## config.mk

```make
export PLATFORM = sky130hd
export DESIGN_NAME = fv_sram
export DESIGN_NICKNAME = d
export VERILOG_FILES = /design/src/hw/fv_pkg.sv /design/src/hw/fv_sram.sv
export SDC_FILE = /design/constraint.sdc
export NUM_CORES = 2
export LEC_CHECK = 0
export BUFFER_PORTS_ARGS = -buffer_cell sky130_fd_sc_hd__buf_2
export CORE_UTILIZATION = 30
export CTS_BUF_LIST = sky130_fd_sc_hd__clkbuf_16
export DETAILED_ROUTE_END_ITERATION = 8
export MAX_ROUTING_LAYER = met4
export SYNTH_ARGS = -nofsm -noshare
export SYNTH_HDL_FRONTEND = slang
export SYNTH_SLANG_ARGS = --single-unit
```

## constraint.sdc

```tcl
create_clock -name clk -period 7.1 [get_ports clk]
set_input_delay 0.355 -clock clk [delete_from_list [all_inputs] [get_ports clk]]
set_output_delay 0.355 -clock clk [all_outputs]
set_load 0.01 [all_outputs]
```

## src/hw/fv_pkg.sv

```systemverilog
// Feature vector bank types
package fv_pkg;

    localparam int FV_WORD_W = 16;
    localparam int FV_BYTE_W = FV_WORD_W / 2;

    // The top level's NUM_EDGE_PE must fit in PE_TAG_W, and its SRAM depth is set by FV_ADDR_W.
    localparam int FV_ADDR_W = 8;
    localparam int PE_TAG_W  = 2;

    typedef struct packed {
        logic [FV_BYTE_W-1:0] hi;   // Element 2k+1.
        logic [FV_BYTE_W-1:0] lo;   // Element 2k.
    } fv_bytes_t;

    typedef union packed {
        logic [FV_WORD_W-1:0] word;
        fv_bytes_t            bytes;
    } fv_word_u;

    typedef struct packed {
        logic                 valid;
        logic                 sos;
        logic                 eos;
        logic [FV_ADDR_W-1:0] addr;
        fv_word_u             data;
    } fv_load_t;

    typedef struct packed {
        logic                 valid;
        logic [FV_ADDR_W-1:0] addr;   // First word of the vector.
        logic [PE_TAG_W-1:0]  pe_tag;
    } fv_rd_req_t;

    typedef struct packed {
        logic                 cen;   // Active low.
        logic                 wen;   // Active low.
        logic [FV_ADDR_W-1:0] a;
        fv_word_u             d;
    } fv_sram_if_t;

    typedef struct packed {
        logic                valid;
        logic                sos;
        logic                eos;
        logic [PE_TAG_W-1:0] pe_tag;
        fv_word_u            data;
    } fv_pe_beat_t;

endpackage

```

## src/hw/fv_sram.sv

```systemverilog
// Single-port feature SRAM
`timescale 1ns/1ps

module fv_sram
    import fv_pkg::*;
#(
    parameter int DEPTH = 2 ** FV_ADDR_W
) (
    input  logic        clk,
    input  fv_sram_if_t sram,
    output fv_word_u    q
);

    fv_word_u mem [DEPTH];

    // One access per cycle; q keeps the last word read.
    always_ff @(posedge clk) begin
        if (!sram.cen) begin
            if (!sram.wen) begin
                mem[sram.a] <= sram.d;
            end else begin
                q <= mem[sram.a];
            end
        end
    end

endmodule

```

Word-level counts from Yosys, hierarchy flattened. Memory sizes are Yosys's and may differ from the RTL's. A register that Yosys moved wholly into a read port is not among the register bits. Cells that the tools add are included.

Register bits: 0. Bits in writable memories: 4096. Input bits: 27. Output and inout port bits: 16. Logic and storage cells: 6. Memories kept: 1.

Mux-type cells: 3. Bitwise logic cells: 1. Reduce and logical (&&, ||, !) cells: 1.

Memories: mem (words 256, width 16, rd ports 1, clocked after Yosys merged registers in 1, write ports 1, RTL line fv_sram.sv:14) `fv_word_u mem [DEPTH];`.

Operators with widths (number): $mux 1 (3); $reduce_and 2->1 (1); $not 1->1 (1).

Logic depth before layout (Yosys ltp).
Word-level depth: 3. Depth in mapped cells: 8.

Least setup slack after synthesis. No wires, ideal clock.

Kind: input -> register. Start: input sram[17] (netlist name). End: memory mem[117][0] (netlist name), enable pin. Arrival: 2.602 ns. Path slack: 4.110 ns. Stages: 7. Path buffers: 4. Path through: buf_2 > clkbuf_1 > buf_1 > nor4b_1 > nand2_1 > buf_2 > nor2_1.

RTL lines: start, declared (RTL line fv_sram.sv:10) `input fv_sram_if_t sram,`; end, declared (RTL line fv_sram.sv:14).

Straight into the memory's write port.

==> results.json <==
{
  "postCtsSetupRepairBufs": 0,
  "relSlewSlack_pct": 3.44,
  "nNetsFinal": 7190,
  "dp_slack_ns": 2.12,
  "vias": 74700,
  "die_h_um": 721,
  "hpwl_mm": 235,
  "status": "complete, no violations",
  "setup_viol": 0,
  "route.detailed.drc": 0,
  "first_pass_iters": 6,
  "avgRoutedWirePerCell_um": 28.5,
  "synthesis.instances": 6704,
  "mostFrequentLayoutCell": "edfxtp_1",
  "crit_path_end_kind": "register",
  "power.density_nw_per_um2": 278,
  "rrSetupSlack_ns": 3.64,
  "coreArea_um2": 514000,
  "ctsResizeCount": 0,
  "startpoint_type": "input port",
  "crit_type": "input port to register",
  "rsz0062_at_grt": "false",
  "critical_path.most_common_cell": "buf_4",
  "area_growth_pct": 15.7,
  "hp-class": "input port to register",
  "reg2reg_from": "mem[191][7]",
  "mostFrequentLayoutCells": "edfxtp_1, mux4_2, a22oi_1",
  "crit_start": "sram[17]",
  "fin_ws_ns": 2.96,
  "use_met3_pct": 2.76,
  "fillers": 46900,
  "worst-path-buf-inv": 4,
  "hold_violations": 0,
  "final_area_um2": 180000,
  "grt_max_degree": 185,
  "cp.depth": 9,
  "r2r-end": "q[7]",
  "hold_depth": 2,
  "synth-seq-cells": 4112,
  "max_stage_delay_ns": 1.10,
  "syn_nets": 6731,
  "layout-drive-gt1-share_pct": 28.5,
  "grt_pass1_wl_mm": 578,
  "clkPwrFrac_pct": 42.1,
  "use_met1_pct": 21.3,
  "power.internal_mw": 39.4,
  "cts_tree": "done",
  "pin_count": 43,
  "finalWirelength_mm": 410,
  "fin_setup_tns_ns": 0,
  "hold-worst-slack_ns": 0.105,
  "pwr-share-comb_pct": 4.4,
  "ys_types": 21,
  "period_needed_ns": 4.14,
  "fmax_mhz": 242,
  "power_leakage_nw": 54.4,
  "hold_start": "sram[24]",
  "grt_pass1_vias": 74800,
  "synth_area_um2": 155000,
  "rows": 263,
  "dpl_cell_area_um2": 166000,
  "cp.required_ns": 7.76,
  "routabilityCongestion": 0.822,
  "cts_buffers": 410,
  "insertion_delay_ns": 0.97,
  "start_util_pct": 30.2,
  "grt_util_all_layers_pct": 15.8,
  "drt_iter0_markers": 10100,
  "multi_input_area_um2": 30500,
  "die_w_um": 721,
  "synth.avg_cell_area_um2": 23.2,
  "min_period_over_period_pct": 58.3,
  "yosysSeqAreaShare_pct": 79.5,
  "ant_nets": 0,
  "met2_usage_pct": 24.9,
  "seqPwrFrac_pct": 53.5,
  "cp_data_arrival_time_ns": 4.79,
  "final_max_slew_viol_count": 0,
  "cts.sinks": 4112,
  "critPathMaxFanout": 110,
  "cp_top_family": "buffers and inverters",
  "place.port_buffers": 42,
  "path_cells": "buf_8 > buf_12 > buf_4 > mux4_2 > a22oi_1 > a21oi_1 > o41ai_1 > buf_4 > nand4_1",
  "cts_buffer_depth": 4,
  "antenna_found_initial": 31,
  "seqCellArea_um2": 123000,
  "drv_cap": 0,
  "cts_root_buf": "clkbuf_16",
  "hold_end": "q[2]",
  "yosys_warnings": 0,
  "peakVddDrop_mv": 0.204,
  "p_sw_share_pct": 21.2,
  "fin_skew_ns": 0.0482,
  "gr-total-overflow": 0,
  "worstRegToRegCells": 5,
  "dieArea_um2": 520000,
  "cpMaxStageDelayCell": "o41ai_1",
  "grt_busiest_layer": "met2",
  "viasPerCell": 5.18,
  "tightest_slew_ns": 1.45,
  "clk_pin_slew_worst_paths_ns": 0.06,
  "cts-htree-levels": 5,
  "switching_power_mw": 10.6
}
-- sequential cells by signal, summed over array words and instances (netlist names) --
signal / flops
q: 16
mem: 4096
-- through the flow --
step	util, %	instances	total power [mW]
5_1_grt	35.0	14400	51.2
2_1_floorplan	-	6704	28.4
3_3_place_gp	32.4	13600	29.4
4_1_cts	34.9	14400	50.3
3_5_place_dp	32.4	13600	29.5
6_report	35.0	14400	50.0
-- worst max path at each step --
| stage | to |
|---|---|
| 2_1_floorplan | mem[117][0] |
| 3_3_place_gp | q[14] |
| 3_5_place_dp | q[3] |
| 4_1_cts | q[3] |
| 5_1_grt | q[3] |
| 6_report | q[3] |
-- cell families (layout without fill, tap and decap cells) --
group	Yosys count	in the layout	synth area share, %
DFF	4112	4112	79.5
muxes	1024	1024	14.9
AOI/OAI and AO/OA	832	832	3.66
buffers and inverters	412	1201	1.10
and+or+nand+nor	324	324	0.845
other	0	25	0
-- cells in the mapped netlist (all sizes together) --
library cell | number | share of area (%)
a21oi | 256 | 0.83
a22oi | 512 | 2.5
and2 | 2 | 0.0081
and4bb | 1 | 0.0081
buf | 151 | 0.47
clkbuf | 261 | 0.63
edfxtp | 4112 | 80
mux4 | 1024 | 15
nand2 | 29 | 0.070
nand2b | 2 | 0.0081
nand3 | 4 | 0.013
nand4 | 16 | 0.064
nor2 | 259 | 0.63
nor2b | 7 | 0.028
nor4 | 1 | 0.0040
nor4b | 2 | 0.011
o41ai | 64 | 0.36
or2 | 1 | 0.0040
-- area by class of cell --
type,instances,share of cell area (%)
Antenna cell,25,0.0348
Clock buffer,419,5.84
Clock inverter,323,1.41
Multi-Input combinational cell,2180,17.0
Sequential cell,4112,68.7
Tap cell,6890,4.80
Timing Repair Buffer,459,2.23
-- per-layer routing --
layer	routed length (um)	vias up
li1	-	29900
met1	165000	40500
met2	197000	3622
met3	36700	610
met4	11900	0
met5	0	-
-- what timing repair did --
action / CTS / global route
endpoints found under the setup margin: 0 / 0
hold endpoints to repair: 885 / 0
hold buffers: 16 / 0
-- power by group through the flow --
stage               clock network (mW)  logic (mW)  registers (mW)
global placement                     0        2.15            27.3
finish                            21.0        2.19            26.8
CTS                               21.3        2.22            26.8
floorplan                            0        1.11            27.3
global route                      22.2        2.30            26.8
detailed placement                   0        2.20            27.3
(Power assumes the default switching activity.)
