## src/hw/fv_pkg.sv

```systemverilog
// Feature vector bank types
package fv_pkg;

    localparam int FV_WORD_W = 16;
    localparam int FV_BYTE_W = FV_WORD_W / 2;

    // The top level's NUM_EDGE_PE must fit in PE_TAG_W, and its SRAM depth is set by FV_ADDR_W.
    localparam int FV_ADDR_W = 8;
    localparam int PE_TAG_W  = 2;

    typedef struct packed {
        logic [FV_BYTE_W-1:0] hi;   // Element 2k+1.
        logic [FV_BYTE_W-1:0] lo;   // Element 2k.
    } fv_bytes_t;

    typedef union packed {
        logic [FV_WORD_W-1:0] word;
        fv_bytes_t            bytes;
    } fv_word_u;

    typedef struct packed {
        logic                 valid;
        logic                 sos;
        logic                 eos;
        logic [FV_ADDR_W-1:0] addr;
        fv_word_u             data;
    } fv_load_t;

    typedef struct packed {
        logic                 valid;
        logic [FV_ADDR_W-1:0] addr;   // First word of the vector.
        logic [PE_TAG_W-1:0]  pe_tag;
    } fv_rd_req_t;

    typedef struct packed {
        logic                 cen;   // Active low.
        logic                 wen;   // Active low.
        logic [FV_ADDR_W-1:0] a;
        fv_word_u             d;
    } fv_sram_if_t;

    typedef struct packed {
        logic                valid;
        logic                sos;
        logic                eos;
        logic [PE_TAG_W-1:0] pe_tag;
        fv_word_u            data;
    } fv_pe_beat_t;

endpackage

```

## src/hw/fv_read_dispatch.sv

```systemverilog
// Credit-based read dispatcher
`timescale 1ns/1ps

module fv_read_dispatch
    import fv_pkg::*;
#(
    parameter int MAX_FV_NUM  = 32,
    parameter int NUM_EDGE_PE = 4,
    parameter int PE_CREDITS  = 16
) (
    input  logic                        clk,
    input  logic                        reset,
    input  logic [$clog2(MAX_FV_NUM):0] num_fv,
    input  fv_rd_req_t                  rd_req,
    input  logic [NUM_EDGE_PE-1:0]      credit_return,
    input  logic                        ctrl_idle,
    input  logic                        launch_taken,
    output logic                        rd_ready,
    output fv_rd_req_t                  launch
);

    localparam int NUM_W  = $clog2(MAX_FV_NUM) + 1;
    localparam int CRED_W = $clog2(PE_CREDITS + 1);

    logic [NUM_W-1:0]  fv_words;
    logic [CRED_W-1:0] words;
    logic [CRED_W-1:0] credits [NUM_EDGE_PE];
    logic              credit_ok;

    if (PE_CREDITS < (MAX_FV_NUM + 1) / 2) begin : g_credit_check
        $error("PE_CREDITS cannot hold the largest vector.");
    end

    if (NUM_EDGE_PE > 2 ** PE_TAG_W) begin : g_tag_check
        $error("NUM_EDGE_PE does not fit in PE_TAG_W.");
    end

    // Two elements per word, rounded up.
    assign fv_words  = (num_fv + NUM_W'(1)) >> 1;
    assign words     = CRED_W'(fv_words);
    assign credit_ok = (credits[rd_req.pe_tag] >= words);

    assign launch.valid  = rd_req.valid && ctrl_idle && credit_ok;
    assign launch.addr   = rd_req.addr;
    assign launch.pe_tag = rd_req.pe_tag;

    // A launch refused for a load start holds the request back.
    assign rd_ready = ctrl_idle && credit_ok && (launch_taken || !launch.valid);

    for (genvar i = 0; i < NUM_EDGE_PE; i++) begin : g_pe
        logic take;

        assign take = launch_taken && (launch.pe_tag == PE_TAG_W'(i));

        always_ff @(posedge clk or negedge reset) begin
            if (!reset) begin
                credits[i] <= CRED_W'(PE_CREDITS);
            end else begin
                credits[i] <= credits[i] + CRED_W'(credit_return[i]) - (take ? words : '0);
            end
        end

        a_credit_max: assert property (@(posedge clk) disable iff (!reset)
            credits[i] <= CRED_W'(PE_CREDITS))
            else $error("PE %0d returned more credit than its buffer holds.", i);

        // A wrap below zero would leave the counter above its old value.
        a_credit_min: assert property (@(posedge clk) disable iff (!reset)
            take |=> credits[i] <= $past(credits[i]))
            else $error("PE %0d credit counter wrapped below zero.", i);
    end

endmodule

```

## config.mk

```make
export PLATFORM = sky130hd
export DESIGN_NAME = fv_read_dispatch
export DESIGN_NICKNAME = d
export VERILOG_FILES = /design/src/hw/fv_pkg.sv /design/src/hw/fv_read_dispatch.sv
export SDC_FILE = /design/constraint.sdc
export NUM_CORES = 1
export LEC_CHECK = 0
export BUFFER_PORTS_ARGS = -buffer_cell sky130_fd_sc_hd__buf_2
export CAP_MARGIN = 10
export CELL_PAD_IN_SITES_DETAIL_PLACEMENT = 0
export CELL_PAD_IN_SITES_GLOBAL_PLACEMENT = 1
export CORE_MARGIN = 2
export CORE_UTILIZATION = 43
export DETAILED_ROUTE_END_ITERATION = 8
export PLACE_DENSITY = 0.84
export SYNTH_ARGS = -nofsm -noshare
export SYNTH_HDL_FRONTEND = slang
export SYNTH_SLANG_ARGS = --single-unit
```

## constraint.sdc

```tcl
create_clock -name clk -period 2.55 [get_ports clk]
set_input_delay 0.255 -clock clk [delete_from_list [all_inputs] [get_ports clk]]
set_output_delay 0.255 -clock clk [all_outputs]
set_load 0.05 [all_outputs]
```

Word level (Yosys, flattened, before mapping)
Cells that the tools add are included.

Latch bits: 0. Flip-flop bits (word level): 20. RAM bits: 0. Bits of input ports: 25. Word-level logic and storage cells: 37. Memories kept: 0. ROM bits: 0.

$lt $le $gt $ge: 2. Multiplexer cells: 7. Equal/unequal tests: 3. Bitwise logic cells: 1. $add $sub $neg: 9. Shifts and indexed selects: 0. Multiply operators: 0. Div/mod/pow operators: 0. Reductions and logical operators: 11.

Operators with widths (count): $mux W5 (6); $add A5 B1 Y5 (4); $sub A5 B5 Y5 (4); $bmux W5 S2 (1); $logic_and A1 B1 Y1 (8); $add A6 B1 Y6 const B (1); $ge A5 B5 Y1 (1); $eq A2 B2 Y1 const B (2); $ge A3 B3 Y1 const B (1); $not A2 Y3 (1); $eq A2 B1 Y1 const B (1); $logic_not A2 Y1 (1); $logic_not A1 Y1 (1); $logic_or A1 B1 Y1 (1).

Depth between registers and ports, before layout
Word-level depth: 9. Mapped depth: 14. Depth with buffers taken out: 13.

Worst setup path before layout
No wires, ideal clock.

Path type: input-to-output. Start: input port rd_req[1] (netlist bit). End: output port launch[10] (netlist bit). Buffers on the path: 1. Arrival: 2.361 ns. Stages: 9. Setup slack: -0.066 ns. Cells stage by stage: buf_6 > mux4_1 > inv_1 > ha_1 > nand2b_1 > a21oi_1 > a21oi_1 > o32ai_1 > o21ai_0.

RTL lines: from (decl) (RTL line fv_read_dispatch.sv:14) `input fv_rd_req_t rd_req,`; to (decl) (RTL line fv_read_dispatch.sv:19) `output fv_rd_req_t launch`.

==> out/qor.yml <==
synthesis:
  synth.ff_latch_count: 20
  async_flop_share_pct: 100
  ys_types: 30
  synth.most_common_cell: "ha_1"
  synth_area_um2: 1910
  yosysSeqAreaShare_pct: 26.5
  synth_compound_area_share_pct: 9.57
  synth_top_family_by_area: "adder cells"
  synth_nets: 255
  synthSimpleGateAreaFrac_pct: 8.91
  synthFlopType: "dfrtp_1"
  yosys_warnings: 0
  yosysTopAreaCell: "ha_1"
  syn_area_per_cell_um2: 10.0
  muxShareOfSynthArea_pct: 7.14
  synthTopCellsByArea: "ha_1 (23%), dfrtp_1 (21%), xnor2_1 (8.7%)"
  post_synth_fa_ha_maj_area_fraction_pct: 27.1
  synth.top_cell.area_share_pct: 22.9
  netlist_top_cells_count: "ha_1 (35), inv_1 (25), xnor2_1 (19), nand2_1 (18), dfrtp_1 (16)"
  synth_xor_xnor_area_share_pct: 10.6
  synth_edf_count: 0
  syn_inst: 191
placed_design:
  io_buffers: 20
  dp_cells: 264
  gp_congestion: 0.818
  dpl_worst_slack_ns: -0.116
  placed_area_um2: 2080
  hpwl_mm: 2.87
sta:
  finalSetupViolations: 2
  finalClockSkew_ns: 0.00115
  min_period_ns: 2.57
  finalHoldViolations: 0
  worst_slew_pin_slew_ns: 0.729
  maxSlewHeadroom_pct: 51.0
  fmax_mhz: 389
  rsz0062_at_grt: "true"
  setup_slack_ns: -0.0211
  setup_tns_ns: -0.0234
  holdWs_ns: 0.217
  slew_viol_final: 0
  fin_crit_sh_pct: 101
cells_and_area:
  top_register: "credits"
  largest_reg_flops: 20
  syn2layout_area_growth_pct: 15.4
  stdcell_count: 269
  reg.largest.list: "credits x20"
  nFillCells: 410
  fin_area_um2: 2200
  drive_above_1_share_pct: 25.8
  antenna_cells: 0
  finalCoreUtilization_pct: 51.0
  final_nets: 283
cts:
  clock_path_buffers: 2
  cts_buffers: 3
  clkLatencyLatePin_ns: 0.26
  cts_root_buffer: "clkbuf_8"
  numClockSinks: 20
  clkTransAtPathRegs_ns: 0.08
  cts_tree: "built"
  cts.htree.levels: 1
die:
  die-area_um2: 4990
  rows: 24
  core-area_um2: 4320
  io_pins: 37
  start_util_pct: 44.2
  die_x_um: 70.6
  die_y_um: 70.6
power:
  fin_total_pwr_mw: 2.77
  vdd_ir_drop_max_mv: 0.346
  p_leak_nw: 1.08
  power_density_nw_per_um2: 1260
setup_path:
  r2r_setup_slack_ns: 0.42
  cp.required_ns: 2.30
  worst-path-max-fanout: 2
  r2r-start: "credits[0]"
  arrival_ns: 2.32
  startpoint_type: "flop"
  critPathCapture: "launch[10]"
  critPathMaxStageDelay_ns: 0.48
  cp_slowest_cell: "mux4_2"
  worstSetupEndpointType: "primary output"
  worstSetupPathType: "flop to primary output"
  reg2reg_to: "credits[4]"
  crit_chain: "mux4_2 > inv_2 > ha_4 > nand2b_4 > a21oi_4 > nor2_4 > o32ai_2 > o21ai_1 > buf_6"
  r2r_cells: 10
  setup.worst_path.start: "credits[0]"
grt:
  track_usage_pct: 16.2
  grt_pass1_wl_mm: 6.51
  antenna_found_initial: 0
  grt_max_degree: 21
  grt_pass1_vias: 1460
  grt-ovfl-total: 0
routing:
  wirelength_mm: 3.67
  drtPass1Iterations: 4
  avgViaCountPerCell: 5.04
  drtAntennaViolNets: 0
  routedWlPerCell_um: 13.6
  drc: 0
  drt_iter0_drc: 49
  vias: 1356
flow_run:
  drv_cap: 0
outcome:
  status: "finished, violations left"
  failed_checks: "setup timing"
hold_path:
  hold_class: "input port to flop"
logic make-up (layout without fill, tap and decap cells):
family	count (synthesis)	in the layout
and+or+nand+nor	35	35
xor gates and xnor gates	23	23
adders and majority gates	39	39
AOI/OAI and AO/OA	29	29
DFF	20	20
buffers and inverters	38	64
muxes	7	7
cell type report:
class	count	area, µm²	share of cell area [%]
Clock buffer	3	41.3	1.87
Inverter	25	93.8	4.26
Multi-Input combinational cell	133	1260	57.3
Sequential cell	20	505	22.9
Tap cell	52	65.1	2.95
Timing Repair Buffer	36	235	10.7
critical path: cells and delay by family (launching register included):
family | cells | cell delay, ns
multiplexers | 1 | 0.48
adder cells (fa/ha/maj) | 1 | 0.19
buffers and inverters | 2 | 0.24
AND/OR/NAND/NOR | 2 | 0.21
AO/OA/AOI/OAI | 3 | 0.54
flip-flops | 1 | 0.39
what timing repair did:
item | 4_1_cts | 5_1_grt
setup endpoints to repair | 2 | 2
pin swaps | 4 | 0
hold endpoints to repair | 16 | 0
setup buffers | 0 | 1
hold buffers | 1 | 0
resized for setup | 14 | 1
worst min path at each step:
stage,cells past startpoint,from,endpoint
detailed placement,1,reset,credits[1]
CTS,2,credit_return[1],credits[10]
floorplan,0,reset,credits[0]
global placement,1,reset,credits[1]
finish,2,credit_return[1],credits[10]
global route,2,credit_return[2],credits[5]
layer usage:
| layer | vias up | track usage [%] | share of wire [%] |
|---|---|---|---|
| met5 | - | 0 | 0 |
| met4 | 0 | 5.03 | 1.4 |
| met3 | 4 | 1.42 | 2.9 |
| met2 | 18 | 29.9 | 51 |
| met1 | 647 | 20.1 | 45 |
| li1 | 687 | - | - |
layout by cell type, fill, tap and decap left out, types with 5 or more instances in the layout:
cell | synthesis | routed
a21o_1 | 8 | 8
a21oi_1 | 13 | 11
and2_1 | 5 | 5
buf_2 | 0 | 18
buf_4 | 10 | 15
dfrtp_1 | 16 | 16
ha_1 | 35 | 34
inv_1 | 25 | 24
nand2_1 | 18 | 18
xnor2_1 | 19 | 19
power breakdown:
part	total (mW)	internal, mW	switching [mW]
sequential	0.655	0.544	0.111
combinational	1.90	1.02	0.886
clock	0.217	0.105	0.112
total	2.77	1.67	1.11
Power figures use the tool's default switching activity.
