<file path="config.mk">
export PLATFORM = sky130hd
export DESIGN_NAME = fv_bank_ctrl
export DESIGN_NICKNAME = d
export VERILOG_FILES = /design/src/hw/fv_pkg.sv /design/src/hw/fv_bank_ctrl.sv
export SDC_FILE = /design/constraint.sdc
export NUM_CORES = 1
export LEC_CHECK = 0
export BUFFER_PORTS_ARGS = -buffer_cell sky130_fd_sc_hd__buf_2
export CAP_MARGIN = 20
export CORE_MARGIN = 2
export CORE_UTILIZATION = 55
export CTS_BUF_LIST = sky130_fd_sc_hd__clkbuf_8
export CTS_CLUSTER_DIAMETER = 60
export CTS_CLUSTER_SIZE = 30
export DETAILED_ROUTE_END_ITERATION = 8
export PLACE_DENSITY = 0.95
export SLEW_MARGIN = 20
export SYNTH_ARGS = -nofsm -noshare
export SYNTH_HDL_FRONTEND = slang
export SYNTH_SLANG_ARGS = --single-unit
export TNS_END_PERCENT = 5
</file>
<file path="constraint.sdc">
create_clock -name clk -period 5.3 [get_ports clk]
set_clock_uncertainty 0.1 [all_clocks]
set_input_delay 1.06 -clock clk [delete_from_list [all_inputs] [get_ports clk]]
set_output_delay 1.06 -clock clk [all_outputs]
set_load 0.05 [all_outputs]
</file>
<file path="src/hw/fv_pkg.sv">
// Feature vector bank types
package fv_pkg;

    localparam int FV_WORD_W = 16;
    localparam int FV_BYTE_W = FV_WORD_W / 2;

    // The top level's NUM_EDGE_PE must fit in PE_TAG_W, and its SRAM depth is set by FV_ADDR_W.
    localparam int FV_ADDR_W = 8;
    localparam int PE_TAG_W  = 2;

    typedef struct packed {
        logic [FV_BYTE_W-1:0] hi;   // Element 2k+1.
        logic [FV_BYTE_W-1:0] lo;   // Element 2k.
    } fv_bytes_t;

    typedef union packed {
        logic [FV_WORD_W-1:0] word;
        fv_bytes_t            bytes;
    } fv_word_u;

    typedef struct packed {
        logic                 valid;
        logic                 sos;
        logic                 eos;
        logic [FV_ADDR_W-1:0] addr;
        fv_word_u             data;
    } fv_load_t;

    typedef struct packed {
        logic                 valid;
        logic [FV_ADDR_W-1:0] addr;   // First word of the vector.
        logic [PE_TAG_W-1:0]  pe_tag;
    } fv_rd_req_t;

    typedef struct packed {
        logic                 cen;   // Active low.
        logic                 wen;   // Active low.
        logic [FV_ADDR_W-1:0] a;
        fv_word_u             d;
    } fv_sram_if_t;

    typedef struct packed {
        logic                valid;
        logic                sos;
        logic                eos;
        logic [PE_TAG_W-1:0] pe_tag;
        fv_word_u            data;
    } fv_pe_beat_t;

endpackage

</file>
<file path="src/hw/fv_bank_ctrl.sv">
// Feature vector bank controller
`timescale 1ns/1ps

module fv_bank_ctrl
    import fv_pkg::*;
#(
    parameter int MAX_FV_NUM = 32
) (
    input  logic                        clk,
    input  logic                        reset,
    input  logic [$clog2(MAX_FV_NUM):0] num_fv,
    input  fv_load_t                    load,
    input  fv_rd_req_t                  launch,
    input  fv_word_u                    q,
    output fv_sram_if_t                 sram,
    output fv_pe_beat_t                 pe_out,
    output logic                        launch_taken,
    output logic                        ctrl_idle,
    output logic                        load_ready,
    output logic                        busy
);

    localparam int NUM_W = $clog2(MAX_FV_NUM) + 1;

    typedef enum logic [1:0] {
        IDLE,
        LOAD,
        STREAM
    } state_t;

    typedef struct packed {
        logic valid;
        logic sos;
        logic eos;
        logic odd;   // Last word of an odd count.
    } rd_flags_t;

    state_t              state;
    state_t              nx_state;
    fv_sram_if_t         nx_sram;
    fv_sram_if_t         load_wr;
    rd_flags_t           issue;   // Flags of the read now on the SRAM port.
    rd_flags_t           nx_issue;
    rd_flags_t           s1;      // Same flags, aligned with q.
    fv_pe_beat_t         nx_pe_out;
    logic [PE_TAG_W-1:0] tag_r;
    logic [PE_TAG_W-1:0] nx_tag;
    logic [NUM_W-1:0]    elem_cnt;
    logic [NUM_W-1:0]    nx_elem_cnt;
    logic                load_acc;

    // Idle only once the read pipeline has drained.
    assign ctrl_idle    = (state == IDLE) && !s1.valid && !pe_out.valid;
    assign load_ready   = ctrl_idle || (state == LOAD);
    assign load_acc     = load.valid && load_ready;
    assign launch_taken = launch.valid && ctrl_idle && !(load.valid && load.sos);
    assign busy         = s1.valid || pe_out.valid;

    assign load_wr = '{cen: 1'b0, wen: 1'b0, a: load.addr, d: load.data};

    always_comb begin
        nx_state    = state;
        nx_sram     = sram;
        nx_sram.cen = 1'b1;
        nx_sram.wen = 1'b1;
        nx_issue    = '0;
        nx_tag      = tag_r;
        nx_elem_cnt = elem_cnt;
        case (state)
            IDLE: begin
                if (load_acc && load.sos) begin
                    nx_sram = load_wr;
                    if (!load.eos) begin
                        nx_state = LOAD;
                    end
                end else if (launch_taken) begin
                    nx_sram.cen    = 1'b0;
                    nx_sram.a      = launch.addr;
                    nx_tag         = launch.pe_tag;
                    nx_elem_cnt    = NUM_W'(2);
                    nx_issue.valid = 1'b1;
                    nx_issue.sos   = 1'b1;
                    nx_state       = STREAM;
                end
            end
            LOAD: begin
                if (load_acc) begin
                    nx_sram = load_wr;
                    if (load.eos) begin
                        nx_state = IDLE;
                    end
                end
            end
            STREAM: begin
                if (issue.eos) begin
                    nx_state = IDLE;
                end else begin
                    nx_sram.cen    = 1'b0;
                    nx_sram.a      = sram.a + 1'b1;
                    nx_elem_cnt    = elem_cnt + NUM_W'(2);
                    nx_issue.valid = 1'b1;
                end
            end
            default: begin
                nx_state = IDLE;
            end
        endcase
        // The counter holds the elements covered up to the word being issued.
        if (nx_issue.valid) begin
            nx_issue.eos = (nx_elem_cnt >= num_fv);
            nx_issue.odd = nx_issue.eos && num_fv[0];
        end
    end

    always_comb begin
        nx_pe_out = '0;
        if (s1.valid) begin
            nx_pe_out.valid  = 1'b1;
            nx_pe_out.sos    = s1.sos;
            nx_pe_out.eos    = s1.eos;
            nx_pe_out.pe_tag = tag_r;
            nx_pe_out.data   = q;
            if (s1.odd) begin
                nx_pe_out.data.bytes.hi = '0;   // Only the low element is real.
            end
        end
    end

    always_ff @(posedge clk or negedge reset) begin
        if (!reset) begin
            state    <= IDLE;
            sram     <= '{cen: 1'b1, wen: 1'b1, a: '0, d: '0};
            issue    <= '0;
            s1       <= '0;
            pe_out   <= '0;
            tag_r    <= '0;
            elem_cnt <= '0;
        end else begin
            state    <= nx_state;
            sram     <= nx_sram;
            issue    <= nx_issue;
            s1       <= issue;
            pe_out   <= nx_pe_out;
            tag_r    <= nx_tag;
            elem_cnt <= nx_elem_cnt;
        end
    end

    a_no_write_in_stream: assert property (@(posedge clk) disable iff (!reset)
        (state == STREAM || busy) |-> sram.wen)
        else $error("SRAM write while a stream is in flight.");

    a_no_load_in_stream: assert property (@(posedge clk) disable iff (!reset)
        (state == STREAM || busy) |-> !load_acc)
        else $error("Load beat accepted during a stream.");

    a_eos_then_gap: assert property (@(posedge clk) disable iff (!reset)
        (pe_out.valid && pe_out.eos) |=> (!pe_out.valid || pe_out.sos))
        else $error("Beat after eos without a new sos.");

endmodule

</file>
**After elaboration in Yosys (flattened, before gate mapping)**

Index checks and enable logic that the tools add are counted.

- Register bits after elaboration: 65

- Add/subtract/negate cells: 2
- $lt $le $gt $ge: 1
- Eq/ne operators: 9
- Muxes and demuxes: 32
- Bitwise operators: 1
- Reductions and logical operators: 20

Operator list:

| kind | count |
|---|---|
| 8-bit two-way mux | 4 |
| 16-bit one-hot mux with 2 select lines | 1 |
| 26-bit two-way mux | 1 |
| 8-bit one-hot mux with 3 select lines | 1 |
| 21-bit two-way mux | 1 |
| 2-bit two-way mux | 9 |
| 6-bit two-way mux | 3 |
| 16-bit two-way mux | 1 |
| 6-bit one-hot mux with 2 select lines | 1 |
| 8-bit by 1-bit adder with 8-bit output (second input constant) | 1 |
| 1-bit logical AND | 8 |
| 2-bit inequality test (second input constant) | 4 |
| 6-bit by 2-bit adder with 6-bit output (second input constant) | 1 |
| 6-bit >= comparator | 1 |
| 1-bit two-way mux | 6 |
| 2-bit one-hot mux with 3 select lines | 1 |
| 3-bit AND reduction | 2 |
| 5-bit AND reduction | 1 |
| 1-bit one-hot mux with 2 select lines | 2 |
| 4-bit AND reduction | 1 |
| 1-bit zero test | 3 |
| 3-bit by 2-bit inequality test with 1-bit output (second input constant) | 1 |
| 3-bit inequality test (second input constant) | 1 |
| 1-bit one-hot mux with 3 select lines | 1 |
| 8 further kinds | 9 |

**Depth between registers and ports, before layout**

- Depth after elaboration: 11
- Gate-level depth with buffers: 12
- Depth with buffers taken out: 12

**Worst setup path before layout**

Ideal clock, no wire load.

- Path kind: register to register
- Start point: register state[1]
- End point: register issue[0] (netlist bit)
- Library setup time: 0.119 ns
- Data arrival time: 3.559 ns
- Required time: 5.081 ns
- Path slack: 1.522 ns
- Cell stages (with the launch flop): 13
- Path buffers: 0
- Clock period less this slack: 3.778 ns
- Cell sequence: dfrtp_1 -> inv_1 -> ha_1 -> nor3b_2 -> nand3_1 -> inv_1 -> a21oi_1 -> a22o_1 -> ha_1 -> o211ai_1 -> o21ai_0 -> a31o_2 -> and2_1

RTL lines:

| what | line | text |
|---|---|---|
| start, declared | fv_bank_ctrl.sv:38 | `state_t state;` |
| start signal, assigned | fv_bank_ctrl.sv:139 | `state <= nx_state;` |
| end signal, assigned | fv_bank_ctrl.sv:141 | `issue <= nx_issue;` |
| end, declared | fv_bank_ctrl.sv:42 | `rd_flags_t issue;` |

**Worst setup path after layout**

- Start point: register state[1]
- End point: output port launch_taken

- Word-level cells in the longest chain between the ends: 5

RTL lines:

| what | line | text |
|---|---|---|
| 2-bit zero test | fv_bank_ctrl.sv:53 | `assign ctrl_idle = (state == IDLE) && !s1.valid && !pe_out.valid;` |
| 1-bit logical AND (2 in series) | fv_bank_ctrl.sv:53 |  |
| 1-bit logical AND (2 in series) | fv_bank_ctrl.sv:56 | `assign launch_taken = launch.valid && ctrl_idle && !(load.valid && load.sos);` |
| end, declared | fv_bank_ctrl.sv:17 | `output logic launch_taken,` |

No other way between the ends.

==> metrics <==
status complete, no violations; yosys warns 0; first drt pass iteration count 4; r2r setup slk 2.00 ns; Max Fclk 285 MHz; drt drc 0; Critical Path End Type output pin; Port-buffer cells 112; crit path from state[1]; CP max stage cell dfrtp_1; Slew @ Worst Pin 0.786 ns; Critical R2R Launch state[1]; insertion delay to the later sink of the worst-skew pair 0.34 ns; initial drt markers 147; Layout area overhead 28.1%; Top FF cell, synth dfrtp_1; Initial Utilization 57.7%; Final ANT Viol Nets 0; Synth Register Bits 65; CTS max path bufs 2; WL/cell 15.2 µm; Setup crit end launch_taken; count of different cell masters after synthesis 51; Worst R2R Path Depth 12; reg2reg end issue[0]; # rows 26; Mapped Cells 263; Synth Cell Area 0.00301 mm²; Leakage 1.99 nW; worst path arrival time 2.35 ns; via count 2487; EDFF count, synth 0; Worst VDD drop 465 µV; core area 0.00520 mm²; Critical Path, Cell by Cell inv_1 > ha_1 > nor3b_2 > nand3_1 > inv_1 > buf_2; startpoint types flop; Seq/Total Area, Yosys 54.2%; kind of cell adding the most delay to the critical path simple AND/OR/NAND/NOR gates; Reg area 0.00163 mm²; post-cts repair resize count 0; final hold slack 0.247 ns; CTS sink cnt 65; CTS H-tree depth 3; kind of critical path reg -> out; clock root buffer clkbuf_8; Final Setup Violations 0; total gr overflow 0; vias in the first global route 2381; critical path fanouts, max 6; Crit path depth 6; Worst Hold Class reg -> reg; TritonCTS Buffers 9; Max-Cap Viols 0; I/O pin total 113; CTS tree yes; relative slew slack 47.6%; Crit path buffers/inverters 3; setup TNS 0 ns; GRT Util Overall 23.8%; slowest stage delay, CP 0.42 ns; Placer Congestion 0.835; final slew viol count 0; initial antenna violation count 1; Setup Fix Bufs, Post-CTS 0; asr flop ratio synth 100%; ANT cells 0; Die Span X 77.9 µm; footprint of the multi-input gates 0.00129 mm²; clock-pin slew on the worst setup and hold paths 0.07 ns; fillers 381; hold_buf cts 0; DP HPWL 5.10 mm; CP most frequent cell inv_1; Final Hold Fails 0; Die Y 77.9 µm; via/cell ratio 5.50; fin nets 451; routed wire length 6.86 mm; Tmin final 3.51 ns; full die area 0.00607 mm²; RSZ-0062 raised after global routing false; data required time of the worst path 4.14 ns; first-pass GRT wire length 11.3 mm; Pwr per Cell Area 750 mW/mm²; fin crit share 66.2%; Syn Area/Cell 11.4 µm²; share of cells above drive strength 1 40.3%; largest net degree at the start of global routing 66; Post-Synthesis Net Count 337
[layout by cell type, fill, tap and decap left out, drive strengths merged, types with 4 or more instances in the layout]
| cell type | synthesis | routed |
|---|---|---|
| nand3 | 8 | 8 |
| o211ai | 8 | 8 |
| clkbuf | 6 | 9 |
| o21ai | 5 | 5 |
| inv | 11 | 13 |
| mux2 | 17 | 17 |
| nand2b | 6 | 6 |
| nand2 | 23 | 23 |
| and2 | 22 | 22 |
| a21oi | 13 | 13 |
| a22o | 11 | 11 |
| nor3 | 4 | 4 |
| ha | 12 | 12 |
| buf | 4 | 113 |
| dfrtp | 63 | 63 |
| nor2 | 4 | 4 |
[power breakdown]
group	switching [mW]	internal, mW	leakage [nW]	total, mW
logic	1.08	0.499	1.07	1.58
registers	0.142	0.700	0.815	0.842
clock network	0.198	0.269	0.106	0.467
total	1.42	1.47	1.99	2.89
[metrics by stage]
step	cells	total power, mW	utilization, %	setup slack [ns]	area [µm²]
after floorplan	263	2.05	-	1.52	3010
after global placement	436	2.36	69.5	2.07	3620
after detailed placement	436	2.42	69.5	1.97	3620
after CTS	452	2.90	73.9	1.82	3840
after global routing	452	3.06	73.9	1.56	3850
final	452	2.89	73.9	1.79	3850
[per-layer routing]
layer / track usage [%] / vias to the layer above / share of wire, %
met5: 0 / - / 0.17
met2: 39.1 / 128 / 49
met3: 6.40 / 13 / 8.1
met4: 6.84 / 2 / 1.5
li1: - / 1166 / -
met1: 31.1 / 1178 / 42
[registers in the layout (all words and copies together), names as in the netlist]
name      count
sram         26
pe_out       21
elem_cnt      6
issue         4
s1            4
state         2
tag_r         2
[logic make-up after synthesis]
logic type	Yosys count	synth area share, %
mux	20	7.37
compound gates	56	13.9
fa+ha+maj	12	5.00
simple gates	85	15.8
flops	65	54.2
xor+xnor	3	0.874
buf+inv	22	2.87
[cells in the mapped netlist, types with 4 or more instances]
library cell	count	area share, %
mux2_2	16	6.0
a21oi_1	13	2.2
and2_1	22	4.6
nor3_1	4	0.67
nand2_1	23	2.9
dfrtp_1	63	52
inv_1	11	1.4
clkbuf_1	6	0.75
nor2_1	4	0.50
o211ai_1	6	1.5
ha_1	12	5.0
a22o_1	11	3.2
o21ai_0	5	0.83
nand2b_1	6	1.2
nand3_1	8	1.3
[area by class of cell]
class | count | area share (%)
multi-input cells | 176 | 33.6
clock inverters | 7 | 2.63
inverters | 12 | 1.17
well taps | 70 | 2.28
clock buffers | 9 | 3.22
flip-flops and latches | 65 | 42.3
repair buffers | 113 | 14.8
[how the worst min path moves through the flow]
| stage | from | endpoint | slack (ns) | cells past startpoint |
|---|---|---|---|---|
| 2_1_floorplan | issue[0] | s1[0] | 0.23 | 0 |
| 3_3_place_gp | issue[3] | s1[3] | 0.23 | 0 |
| 3_5_place_dp | issue[0] | s1[0] | 0.23 | 0 |
| 4_1_cts | issue[0] | s1[0] | 0.25 | 0 |
| 5_1_grt | issue[0] | s1[0] | 0.26 | 0 |
| 6_report | issue[0] | s1[0] | 0.25 | 0 |
Power figures use the tool's default switching activity.
